[config.mk]
export PLATFORM = sky130hd
export DESIGN_NAME = uart_status_flags
export DESIGN_NICKNAME = d
export VERILOG_FILES = /design/src/source/uart_pkg.sv /design/src/source/uart_status_flags.sv /design/src/source/uart_rx_fifo.sv /design/src/source/uart_rx.sv /design/src/source/uart_tx.sv
export SDC_FILE = /design/constraint.sdc
export NUM_CORES = 1
export LEC_CHECK = 0
export ABC_CLOCK_PERIOD_IN_PS = 2000
export BUFFER_PORTS_ARGS = -buffer_cell sky130_fd_sc_hd__buf_4
export CORE_UTILIZATION = 25
export DETAILED_ROUTE_END_ITERATION = 6
export SETUP_SLACK_MARGIN = 0.5
export SYNTH_ARGS = -nofsm -noshare
export SYNTH_HDL_FRONTEND = slang
export SYNTH_SLANG_ARGS = --single-unit
[constraint.sdc]
create_clock -name clk -period 2 [get_ports clk]
set_clock_uncertainty 0.1 [all_clocks]
set_input_delay 0.2 -clock clk [delete_from_list [all_inputs] [get_ports clk]]
set_output_delay 0.2 -clock clk [all_outputs]
set_load 0.005 [all_outputs]
[src/source/uart_pkg.sv]
// uart package: frame and receive FIFO constants plus the shared status and frame structs
package uart_pkg;

  // bits per character
  localparam int data_w = 8;

  // start + data + stop
  localparam int frame_bits = 10;

  // receive FIFO entries
  localparam int fifo_depth = 4;

  // received byte with its break marker
  typedef struct packed {
    logic [data_w-1:0] data;
    logic              brk;
  } rx_frame_t;

  // status word, fifo_full in the MSB
  typedef struct packed {
    logic fifo_full;
    logic fifo_empty;
    logic overrun;
    logic brk;
  } status_t;

endpackage
[src/source/uart_status_flags.sv]
// uart top: transmitter plus receive path of deserializer and FIFO with status outputs
`timescale 1ns/1ps

module uart_status_flags (
  input  logic                        clk,
  input  logic                        rst_n,
  input  logic                        tx_start,
  input  logic [uart_pkg::data_w-1:0] tx_data,
  input  logic                        rx_in,
  input  logic                        rx_pop,
  input  logic                        status_clear,
  output logic                        tx_out,
  output logic                        tx_idle,
  output logic                        tx_done,
  output logic                        rx_idle,
  output logic [uart_pkg::data_w-1:0] rx_data,
  output logic                        rx_ready,
  output logic                        rx_error,
  output uart_pkg::status_t           status_flags
);

  uart_pkg::rx_frame_t rx_frame;
  logic                rx_valid;

  uart_tx tx_i (
    .clk      (clk),
    .rst_n    (rst_n),
    .tx_start (tx_start),
    .tx_data  (tx_data),
    .tx_out   (tx_out),
    .tx_idle  (tx_idle),
    .tx_done  (tx_done)
  );

  uart_rx rx_i (
    .clk      (clk),
    .rst_n    (rst_n),
    .rx_in    (rx_in),
    .rx_frame (rx_frame),
    .rx_valid (rx_valid),
    .rx_idle  (rx_idle)
  );

  // receiver never stalls, the FIFO drops and flags
  uart_rx_fifo fifo_i (
    .clk          (clk),
    .rst_n        (rst_n),
    .rx_frame     (rx_frame),
    .rx_valid     (rx_valid),
    .rx_pop       (rx_pop),
    .status_clear (status_clear),
    .rx_data      (rx_data),
    .rx_ready     (rx_ready),
    .rx_error     (rx_error),
    .status_flags (status_flags)
  );

endmodule

[src/source/uart_rx_fifo.sv]
// uart receive FIFO: four-entry fall-through buffer with sticky overrun and break flags
`timescale 1ns/1ps

module uart_rx_fifo (
  input  logic                        clk,
  input  logic                        rst_n,
  input  uart_pkg::rx_frame_t         rx_frame,
  input  logic                        rx_valid,
  input  logic                        rx_pop,
  input  logic                        status_clear,
  output logic [uart_pkg::data_w-1:0] rx_data,
  output logic                        rx_ready,
  output logic                        rx_error,
  output uart_pkg::status_t           status_flags
);

  localparam int ptr_w = $clog2(uart_pkg::fifo_depth);
  localparam int cnt_w = $clog2(uart_pkg::fifo_depth + 1);

  logic [uart_pkg::data_w-1:0] mem [uart_pkg::fifo_depth];
  logic [ptr_w-1:0]            rd_ptr;
  logic [ptr_w-1:0]            wr_ptr;
  logic [cnt_w-1:0]            count;
  logic                        full;
  logic                        empty;
  logic                        push;
  logic                        pop;
  logic                        overrun;
  logic                        brk;

  assign full  = (count == uart_pkg::fifo_depth);
  assign empty = (count == '0);
  // drop on full, ignore pop on empty
  assign push  = rx_valid && !full;
  assign pop   = rx_pop && !empty;

  always_ff @(posedge clk or negedge rst_n) begin
    if (!rst_n) begin
      rd_ptr <= '0;
      wr_ptr <= '0;
      count  <= '0;
    end else begin
      if (push) begin
        wr_ptr <= wr_ptr + 1'b1;
      end
      if (pop) begin
        rd_ptr <= rd_ptr + 1'b1;
      end
      case ({push, pop})
        2'b10:   count <= count + 1'b1;
        2'b01:   count <= count - 1'b1;
        default: count <= count;
      endcase
    end
  end

  always_ff @(posedge clk) begin
    if (push) begin
      mem[wr_ptr] <= rx_frame.data;
    end
  end

  // sticky flags, a new event beats a clear in the same cycle
  always_ff @(posedge clk or negedge rst_n) begin
    if (!rst_n) begin
      overrun <= 1'b0;
      brk     <= 1'b0;
    end else begin
      if (rx_valid && full) begin
        overrun <= 1'b1;
      end else if (status_clear) begin
        overrun <= 1'b0;
      end
      if (rx_valid && rx_frame.brk) begin
        brk <= 1'b1;
      end else if (status_clear) begin
        brk <= 1'b0;
      end
    end
  end

  assign rx_data  = mem[rd_ptr];
  assign rx_ready = !empty;
  assign rx_error = overrun || brk;

  assign status_flags.fifo_full  = full;
  assign status_flags.fifo_empty = empty;
  assign status_flags.overrun    = overrun;
  assign status_flags.brk        = brk;

endmodule

[src/source/uart_rx.sv]
// uart receiver: two-flop synchronizer, one-bit-per-clock deserializer and break detect
`timescale 1ns/1ps

module uart_rx (
  input  logic                clk,
  input  logic                rst_n,
  input  logic                rx_in,
  output uart_pkg::rx_frame_t rx_frame,
  output logic                rx_valid,
  output logic                rx_idle
);

  localparam int cnt_w = $clog2(uart_pkg::frame_bits);

  logic                      sync1;
  logic                      sync2;
  logic                      line_prev;
  logic                      busy;
  logic [cnt_w-1:0]          cnt;
  logic [uart_pkg::data_w-1:0] shift;
  logic                      start_det;
  logic                      shift_en;
  logic                      stop_en;

  // synchronizer and line history, idle level is high
  always_ff @(posedge clk or negedge rst_n) begin
    if (!rst_n) begin
      sync1     <= 1'b1;
      sync2     <= 1'b1;
      line_prev <= 1'b1;
    end else begin
      sync1     <= rx_in;
      sync2     <= sync1;
      line_prev <= sync2;
    end
  end

  // falling edge on the synced line starts a frame
  assign start_det = !busy && !sync2 && line_prev;
  assign shift_en  = busy && (cnt < uart_pkg::data_w);
  assign stop_en   = busy && (cnt == uart_pkg::data_w);

  always_ff @(posedge clk or negedge rst_n) begin
    if (!rst_n) begin
      busy     <= 1'b0;
      cnt      <= '0;
      rx_valid <= 1'b0;
    end else begin
      rx_valid <= 1'b0;
      if (start_det) begin
        busy <= 1'b1;
        cnt  <= '0;
      end else if (shift_en) begin
        cnt <= cnt + 1'b1;
      end else if (stop_en) begin
        // stop sample, rearm for the next start
        busy     <= 1'b0;
        rx_valid <= 1'b1;
      end
    end
  end

  // data path, lsb arrives first
  always_ff @(posedge clk) begin
    if (shift_en) begin
      shift <= {sync2, shift[uart_pkg::data_w-1:1]};
    end
    if (stop_en) begin
      rx_frame.data <= shift;
      // all-zero byte with a low stop bit
      rx_frame.brk  <= (shift == '0) && !sync2;
    end
  end

  assign rx_idle = !busy;

endmodule

[src/source/uart_tx.sv]
// uart transmitter: serializes start, eight data bits lsb first and stop, one bit per clock
`timescale 1ns/1ps

module uart_tx (
  input  logic                        clk,
  input  logic                        rst_n,
  input  logic                        tx_start,
  input  logic [uart_pkg::data_w-1:0] tx_data,
  output logic                        tx_out,
  output logic                        tx_idle,
  output logic                        tx_done
);

  localparam int cnt_w = $clog2(uart_pkg::frame_bits);

  logic                        busy;
  logic [cnt_w-1:0]            cnt;
  logic [uart_pkg::data_w-1:0] shift;
  logic                        load;
  logic                        data_phase;

  // starts are only taken between frames
  assign load       = !busy && tx_start;
  assign data_phase = busy && (cnt < uart_pkg::data_w);

  always_ff @(posedge clk or negedge rst_n) begin
    if (!rst_n) begin
      busy    <= 1'b0;
      cnt     <= '0;
      tx_out  <= 1'b1;
      tx_done <= 1'b0;
    end else begin
      tx_done <= 1'b0;
      if (load) begin
        busy   <= 1'b1;
        cnt    <= '0;
        tx_out <= 1'b0;
      end else if (data_phase) begin
        tx_out <= shift[0];
        cnt    <= cnt + 1'b1;
      end else if (busy && cnt == uart_pkg::data_w) begin
        // stop bit
        tx_out <= 1'b1;
        cnt    <= cnt + 1'b1;
      end else if (busy) begin
        // end of stop bit, line stays high
        busy    <= 1'b0;
        tx_done <= 1'b1;
      end
    end
  end

  always_ff @(posedge clk) begin
    if (load) begin
      shift <= tx_data;
    end else if (data_phase) begin
      shift <= shift >> 1;
    end
  end

  assign tx_idle = !busy;

endmodule

==> After elaboration in Yosys (flattened, before gate mapping) <==
Memory sizes are Yosys's and may differ from the RTL's.
Index checks and enable logic that the tools add are counted.
{ "word_totals": {"mem_count": 1, "out_inout_bits": 18, "wordCells": 94, "mem_bits_rw": 32, "register_bits": 50, "inputBits": 14} }
{ "classes": {"n_eq_ne": 8, "addsub": 6, "n_reduce_logical": 29, "n_lt_le_gt_ge": 2, "muxes": 29} }
{ "memory_table": {"columns": ["name", "depth", "word_bits", "rd", "rd_clocked_by_memory_dff", "write_ports", "line_no", "source"], "rows": [
  ["fifo_i.mem", 4, 8, 1, 0, 1, "uart_rx_fifo.sv:20", "logic [uart_pkg::data_w-1:0] mem [uart_pkg::fifo_depth];"]
]} }
{ "ops": {"columns": ["cell", "n"], "rows": [
  ["1-bit 2-to-1 mux", 21],
  ["4-bit 2-to-1 mux", 5],
  ["8-bit 2-to-1 mux", 2],
  ["1-bit logical AND", 12],
  ["2-bit nonzero test", 6],
  ["4-bit by 1-bit adder with 4-bit output (second input constant)", 2],
  ["4-bit equality test (second input constant)", 2],
  ["8-bit zero test", 1],
  ["4-bit less-than comparator (second input constant)", 2],
  ["2-bit by 1-bit inequality test with 1-bit output (second input constant)", 3],
  ["3-bit one-hot mux with 2 select lines", 1],
  ["1-bit zero test", 5],
  ["2-bit by 1-bit adder with 2-bit output (second input constant)", 2],
  ["2-bit AND reduction", 2],
  ["3-bit by 1-bit adder with 3-bit output (second input constant)", 1],
  ["3-bit equality test (second input constant)", 1],
  ["3-bit zero test", 1],
  ["3-bit nonzero test", 1],
  ["3-bit by 1-bit subtractor with 3-bit output (second input constant)", 1],
  ["2-bit by 1-bit equality test with 1-bit output (second input constant)", 1],
  ["2-bit equality test (second input constant)", 1],
  ["1-bit logical OR", 1]
]} }

==> Logic depth before layout (Yosys ltp) <==
{ "logic_depth": {"ltp_word": 5, "depth_mapped": 9, "ltp_nobuf": 9} }

==> Modules after synthesis <==
A second synthesis with hierarchy kept.
{ "hier_totals": {"hier_cells": 196, "area_unflattened_um2": 3321.9} }
{ "by_module_without_submodules": {"columns": ["module", "seq_area_each_um2", "area_per_inst_um2", "cells_per_inst", "instances"], "rows": [
  ["uart_rx_fifo", 1186.1, 1705.4, 93, 1],
  ["uart_rx", 739.5, 899.6, 51, 1],
  ["uart_tx", 416.6, 716.9, 52, 1]
]} }

==> Worst setup path after synthesis <==
OpenSTA, ideal clock, no wires.
{ "synth_timing": {"kind": "reg2reg", "start": "reg fifo_i.count[1]", "end": "reg fifo_i.count[2]", "arrival_ns": 1.834, "stages_incl_launch_ff": 10, "slack_ns": -0.013, "cell_sequence": "dfrtp_1 > nor3b_4 > nor2b_4 > inv_1 > ha_1 > inv_1 > fa_1 > xor2_1 > nor2_1 > xor2_1"} }
{ "synth_via": {"elab_chain_len": 5, "word_cells_on_any_way": 12} }
{ "synth_rtl": {"columns": ["element", "line_no", "source"], "rows": [
  ["start: declaration", "uart_rx_fifo.sv:23", "logic [cnt_w-1:0] count;"],
  ["start signal: assignment", "uart_rx_fifo.sv:50", "2'b10: count <= count + 1'b1;"],
  ["start signal: assignment", "uart_rx_fifo.sv:51", "2'b01: count <= count - 1'b1;"],
  ["start signal: assignment", "uart_rx_fifo.sv:52", "default: count <= count;"],
  ["3-bit equality test *", "uart_rx_fifo.sv:31", "assign full = (count == uart_pkg::fifo_depth);"],
  ["via fifo_i.full", "uart_rx_fifo.sv:24", "logic full;"],
  ["1-bit zero test *", "uart_rx_fifo.sv:34", "assign push = rx_valid && !full;"],
  ["1-bit logical AND *", "uart_rx_fifo.sv:34", null],
  ["2-bit by 1-bit equality test with 1-bit output / 2-bit equality test (equally long branches)", "uart_rx_fifo.sv:49", "case ({push, pop})"],
  ["3-bit one-hot mux with 2 select lines / 2-bit nonzero test (equally long branches)", null, null]
]} }
Mark *: on every way through the listed nets, which the timed path passes. The rest lies on a longest branch.
A chain may end at the register's enable or synchronous reset.

==> Worst setup path in the final report <==
{ "layout_timing": {"start": "reg fifo_i.count[0]", "end": "reg fifo_i.count[2]"} }
{ "layout_via": {"elab_chain_len": 5, "word_cells_on_any_way": 12} }
{ "layout_rtl": {"columns": ["element", "line_no", "source"], "rows": [
  ["3-bit zero test *", "uart_rx_fifo.sv:32", "assign empty = (count == '0);"],
  ["1-bit zero test *", "uart_rx_fifo.sv:35", "assign pop = rx_pop && !empty;"],
  ["1-bit logical AND *", "uart_rx_fifo.sv:35", null],
  ["via fifo_i.pop", "uart_rx_fifo.sv:27", "logic pop;"],
  ["2-bit by 1-bit equality test with 1-bit output / 2-bit equality test (equally long branches)", "uart_rx_fifo.sv:49", null],
  ["3-bit one-hot mux with 2 select lines / 2-bit nonzero test (equally long branches)", null, null]
]} }
Marked as above.

==> impl_metrics.py <==
metrics = {
    "synthesis": {
        "ys_seq_elements": 82,
        "syn_area_per_cell_um2": 16.3,
        "netlist.area_leader.share_pct": 51.9,
        "synth_cell_type_count": 36,
        "synth_commonest_cells": "edfxtp_1 (57), dfrtp_1 (21), inv_1 (17), nand2_1 (10), ha_1 (9)",
        "async_flop_share_pct": 30.5,
        "yosys_warnings": 0,
        "synth-main-ff-cell": "edfxtp_1",
        "synth.most_common_cell": "edfxtp_1",
        "syn_area_um2": 3300,
        "ys_seq_area_share_pct": 71.0,
        "syn_inst": 202,
        "synth_edf_count": 57,
        "syn-num-nets": 226,
        "yosys.area.top_type": "edfxtp_1",
        "yosys-top-cells-area": "edfxtp_1 (52%), dfrtp_1 (16%), mux4_2 (5.5%), ha_1 (3.4%), dfstp_2 (3.2%)",
    },
    "worst_setup_path": {
        "r2r_slack_ps": 60,
        "rr_worst_depth": 8,
        "crit_start": "fifo_i.count[0]$_DFFE_PN0P_",
        "timing.rr.end": "fifo_i.count[2]$_DFFE_PN0P_",
        "cp.required_ps": 2120,
        "critPathCaptureType": "flip-flop",
        "path_class": "reg2reg",
        "worstPathArrival_ps": 2060,
        "crit_fanout": 3,
        "start_kind": "flip-flop",
        "worstReg2RegStart": "fifo_i.count[0]$_DFFE_PN0P_",
    },
    "placed_design": {
        "portBuffers": 31,
        "hpwl_mm": 3.62,
        "dp_cells": 402,
        "placed_cell_area_um2": 3770,
        "gp_congestion": 0.761,
    },
    "sta": {
        "finalCriticalPeriod_ps": 1940,
        "slew_violations": 0,
        "setup-violations-final": 0,
        "worst_slew_pin_slew_ps": 457,
        "max_freq_ghz": 0.516,
        "slew_headroom_pct": 69.6,
        "period_share_pct": 96.8,
        "rsz0062_at_grt": "yes",
        "hold_violations": 0,
    },
    "global_route": {
        "grt.total_usage_pct": 9.04,
        "overflow": 0,
        "grt_pass1_vias": 1850,
        "grt_pass1_wl_mm": 9.04,
        "grt_max_degree": 26,
        "antenna_found_initial": 0,
    },
    "finish": {
        "synthToLayoutAreaGrowth_pct": 30.7,
        "fillers": 1260,
        "final_cells": 436,
        "diodes": 0,
        "final_area_um2": 4310,
        "layout.nets": 283,
        "drive_gt1_share_pct": 42.4,
    },
    "route": {
        "post-route-drc-count": 0,
        "dr.pass1.iters": 4,
        "wirelength_mm": 5.45,
        "via_per_inst": 4.04,
        "drtIter0Drc": 76,
        "vias": 1763,
        "final_antenna_net_count": 0,
        "routedWlPerCell_um": 12.5,
    },
    "min_path": {
        "hold-path-endpoint": "tx_i.tx_out$_DFFE_PN1P_",
        "min_from": "tx_start",
        "hold_depth": 4,
        "hp-class": "in2reg",
    },
    "clock_network": {
        "insertion_delay_ps": 330,
        "cts.reportedPaths.clkPinSlew_ps": 60,
        "cts_root_buffer": "clkbuf_16",
        "tritoncts": "built",
        "clock-sinks": 82,
        "h-tree-depth": 3,
        "cts_made_buffers": 9,
        "clk_path_buf_depth": 2,
    },
    "power": {
        "vdd_drop_max_mv": 0.577,
        "p_per_area_nw_per_um2": 1440,
        "p_comb_share_pct": 31.5,
        "switchingPower_uw": 1850,
        "total_power_uw": 6210,
        "p_leak_uw": 0.00166,
        "seqPwrFrac_pct": 44.0,
        "pwr-share-clk_pct": 24.5,
        "switching_share_pct": 29.7,
        "internal_power_uw": 4360,
    },
    "die": {
        "die_h_um": 117,
        "pin_count": 32,
        "fp-row-count": 41,
        "initial_core_util_pct": 25.9,
        "die_w_um": 117,
        "die-area_um2": 13700,
        "core-area_um2": 12700,
    },
    "status": {
        "outcome": "completed",
    },
    "run": {
        "drv_cap": 0,
    },
}
## how the worst max path moves through the flow
stage | end | slack [ps] | cells past startpoint
floorplan | fifo_i.count[2]$_DFFE_PN0P_ | 70 | 9
global placement | fifo_i.count[2]$_DFFE_PN0P_ | 70 | 9
detailed placement | fifo_i.count[2]$_DFFE_PN0P_ | 20 | 9
CTS | fifo_i.count[2]$_DFFE_PN0P_ | 80 | 9
global route | fifo_i.count[2]$_DFFE_PN0P_ | -7 | 9
finish | fifo_i.count[2]$_DFFE_PN0P_ | 60 | 8
## layer usage
layer / track usage, % / up-vias / routed length [µm]
met1: 10.1 / 873 / 2320
met5: 0 / - / 0
li1: - / 843 / -
met2: 15.0 / 39 / 2750
met4: 3.71 / 0 / 81
met3: 4.27 / 8 / 305
## area by class of cell
type                       count  area (µm²)  share of cell area, %
timing repair buffer          54         490                   11.4
tap                          172         215                   4.99
clock inverter                 7        51.3                   1.19
clock buffer                   9         225                   5.22
sequential                    82        2350                   54.4
inverter                      17        63.8                   1.48
multi-input combinational     95         921                   21.4
## cell usage in the layout, fill, tap and decap left out, drive strengths merged, types with 4 or more instances in the layout
cell / instances
edfxtp: 57
a21oi: 5
nor3: 5
dfstp: 4
dfrtp: 21
ha: 9
mux2: 8
nand2: 10
buf: 51
xnor2: 5
and2: 5
inv: 19
clkbuf: 9
clkinv: 4
o21ai: 8
nor2: 8
mux4: 8
## power by group through the flow
stage	Combinational [µW]	Sequential, µW	Clock [µW]
CTS	1850	2720	1560
finish	1960	2730	1520
detailed placement	1550	2770	0
global placement	1490	2750	0
global route	2190	2780	1650
floorplan	1100	2600	0
## repair_timing
item	in CTS	in global routing
hold endpoints to repair	28	0
gates resized for setup	21	16
hold buffers	3	0
cloned	0	0
pin swaps	9	5
setup endpoints to repair	57	61
setup buffers	13	2
## worst max-delay path, stage by stage (launching register included)
cell and delay (ps):
dfrtp_2 430, buf_4 140, o31a_2 360, ha_4 180, inv_2 50, fa_2 180
xor2_1 140, nor2_1 80, xor2_1 150
## metrics by stage
stage	utilization [%]	setup TNS (ps)	setup slack [ps]	hold WS, ps
after floorplan	-	0	71.4	-196
after global placement	29.6	0	70.4	27.0
after detailed placement	29.6	0	15.5	28.8
after CTS	33.4	0	75.7	29.3
after global routing	33.9	-6.84	-6.84	55.5
final	33.9	0	63.1	48.6
## flip-flops by register name (all words and copies together) (netlist names), 2 cells and up
name,count
tx_i.cnt,4
fifo_i.wr_ptr,2
fifo_i.mem,32
fifo_i.rd_ptr,2
rx_i.shift,8
fifo_i.count,3
rx_i.rx_frame,9
rx_i.cnt,4
tx_i.shift,8
## cells by family after synthesis
group | synth area share, %
and+or+nand+nor | 6.67
adders and majority gates | 4.02
buffers and inverters | 3.41
AOI/OAI and AO/OA | 3.90
DFF | 71.0
muxes | 8.91
xor gates and xnor gates | 2.12
Power figures use the tool's default switching activity.
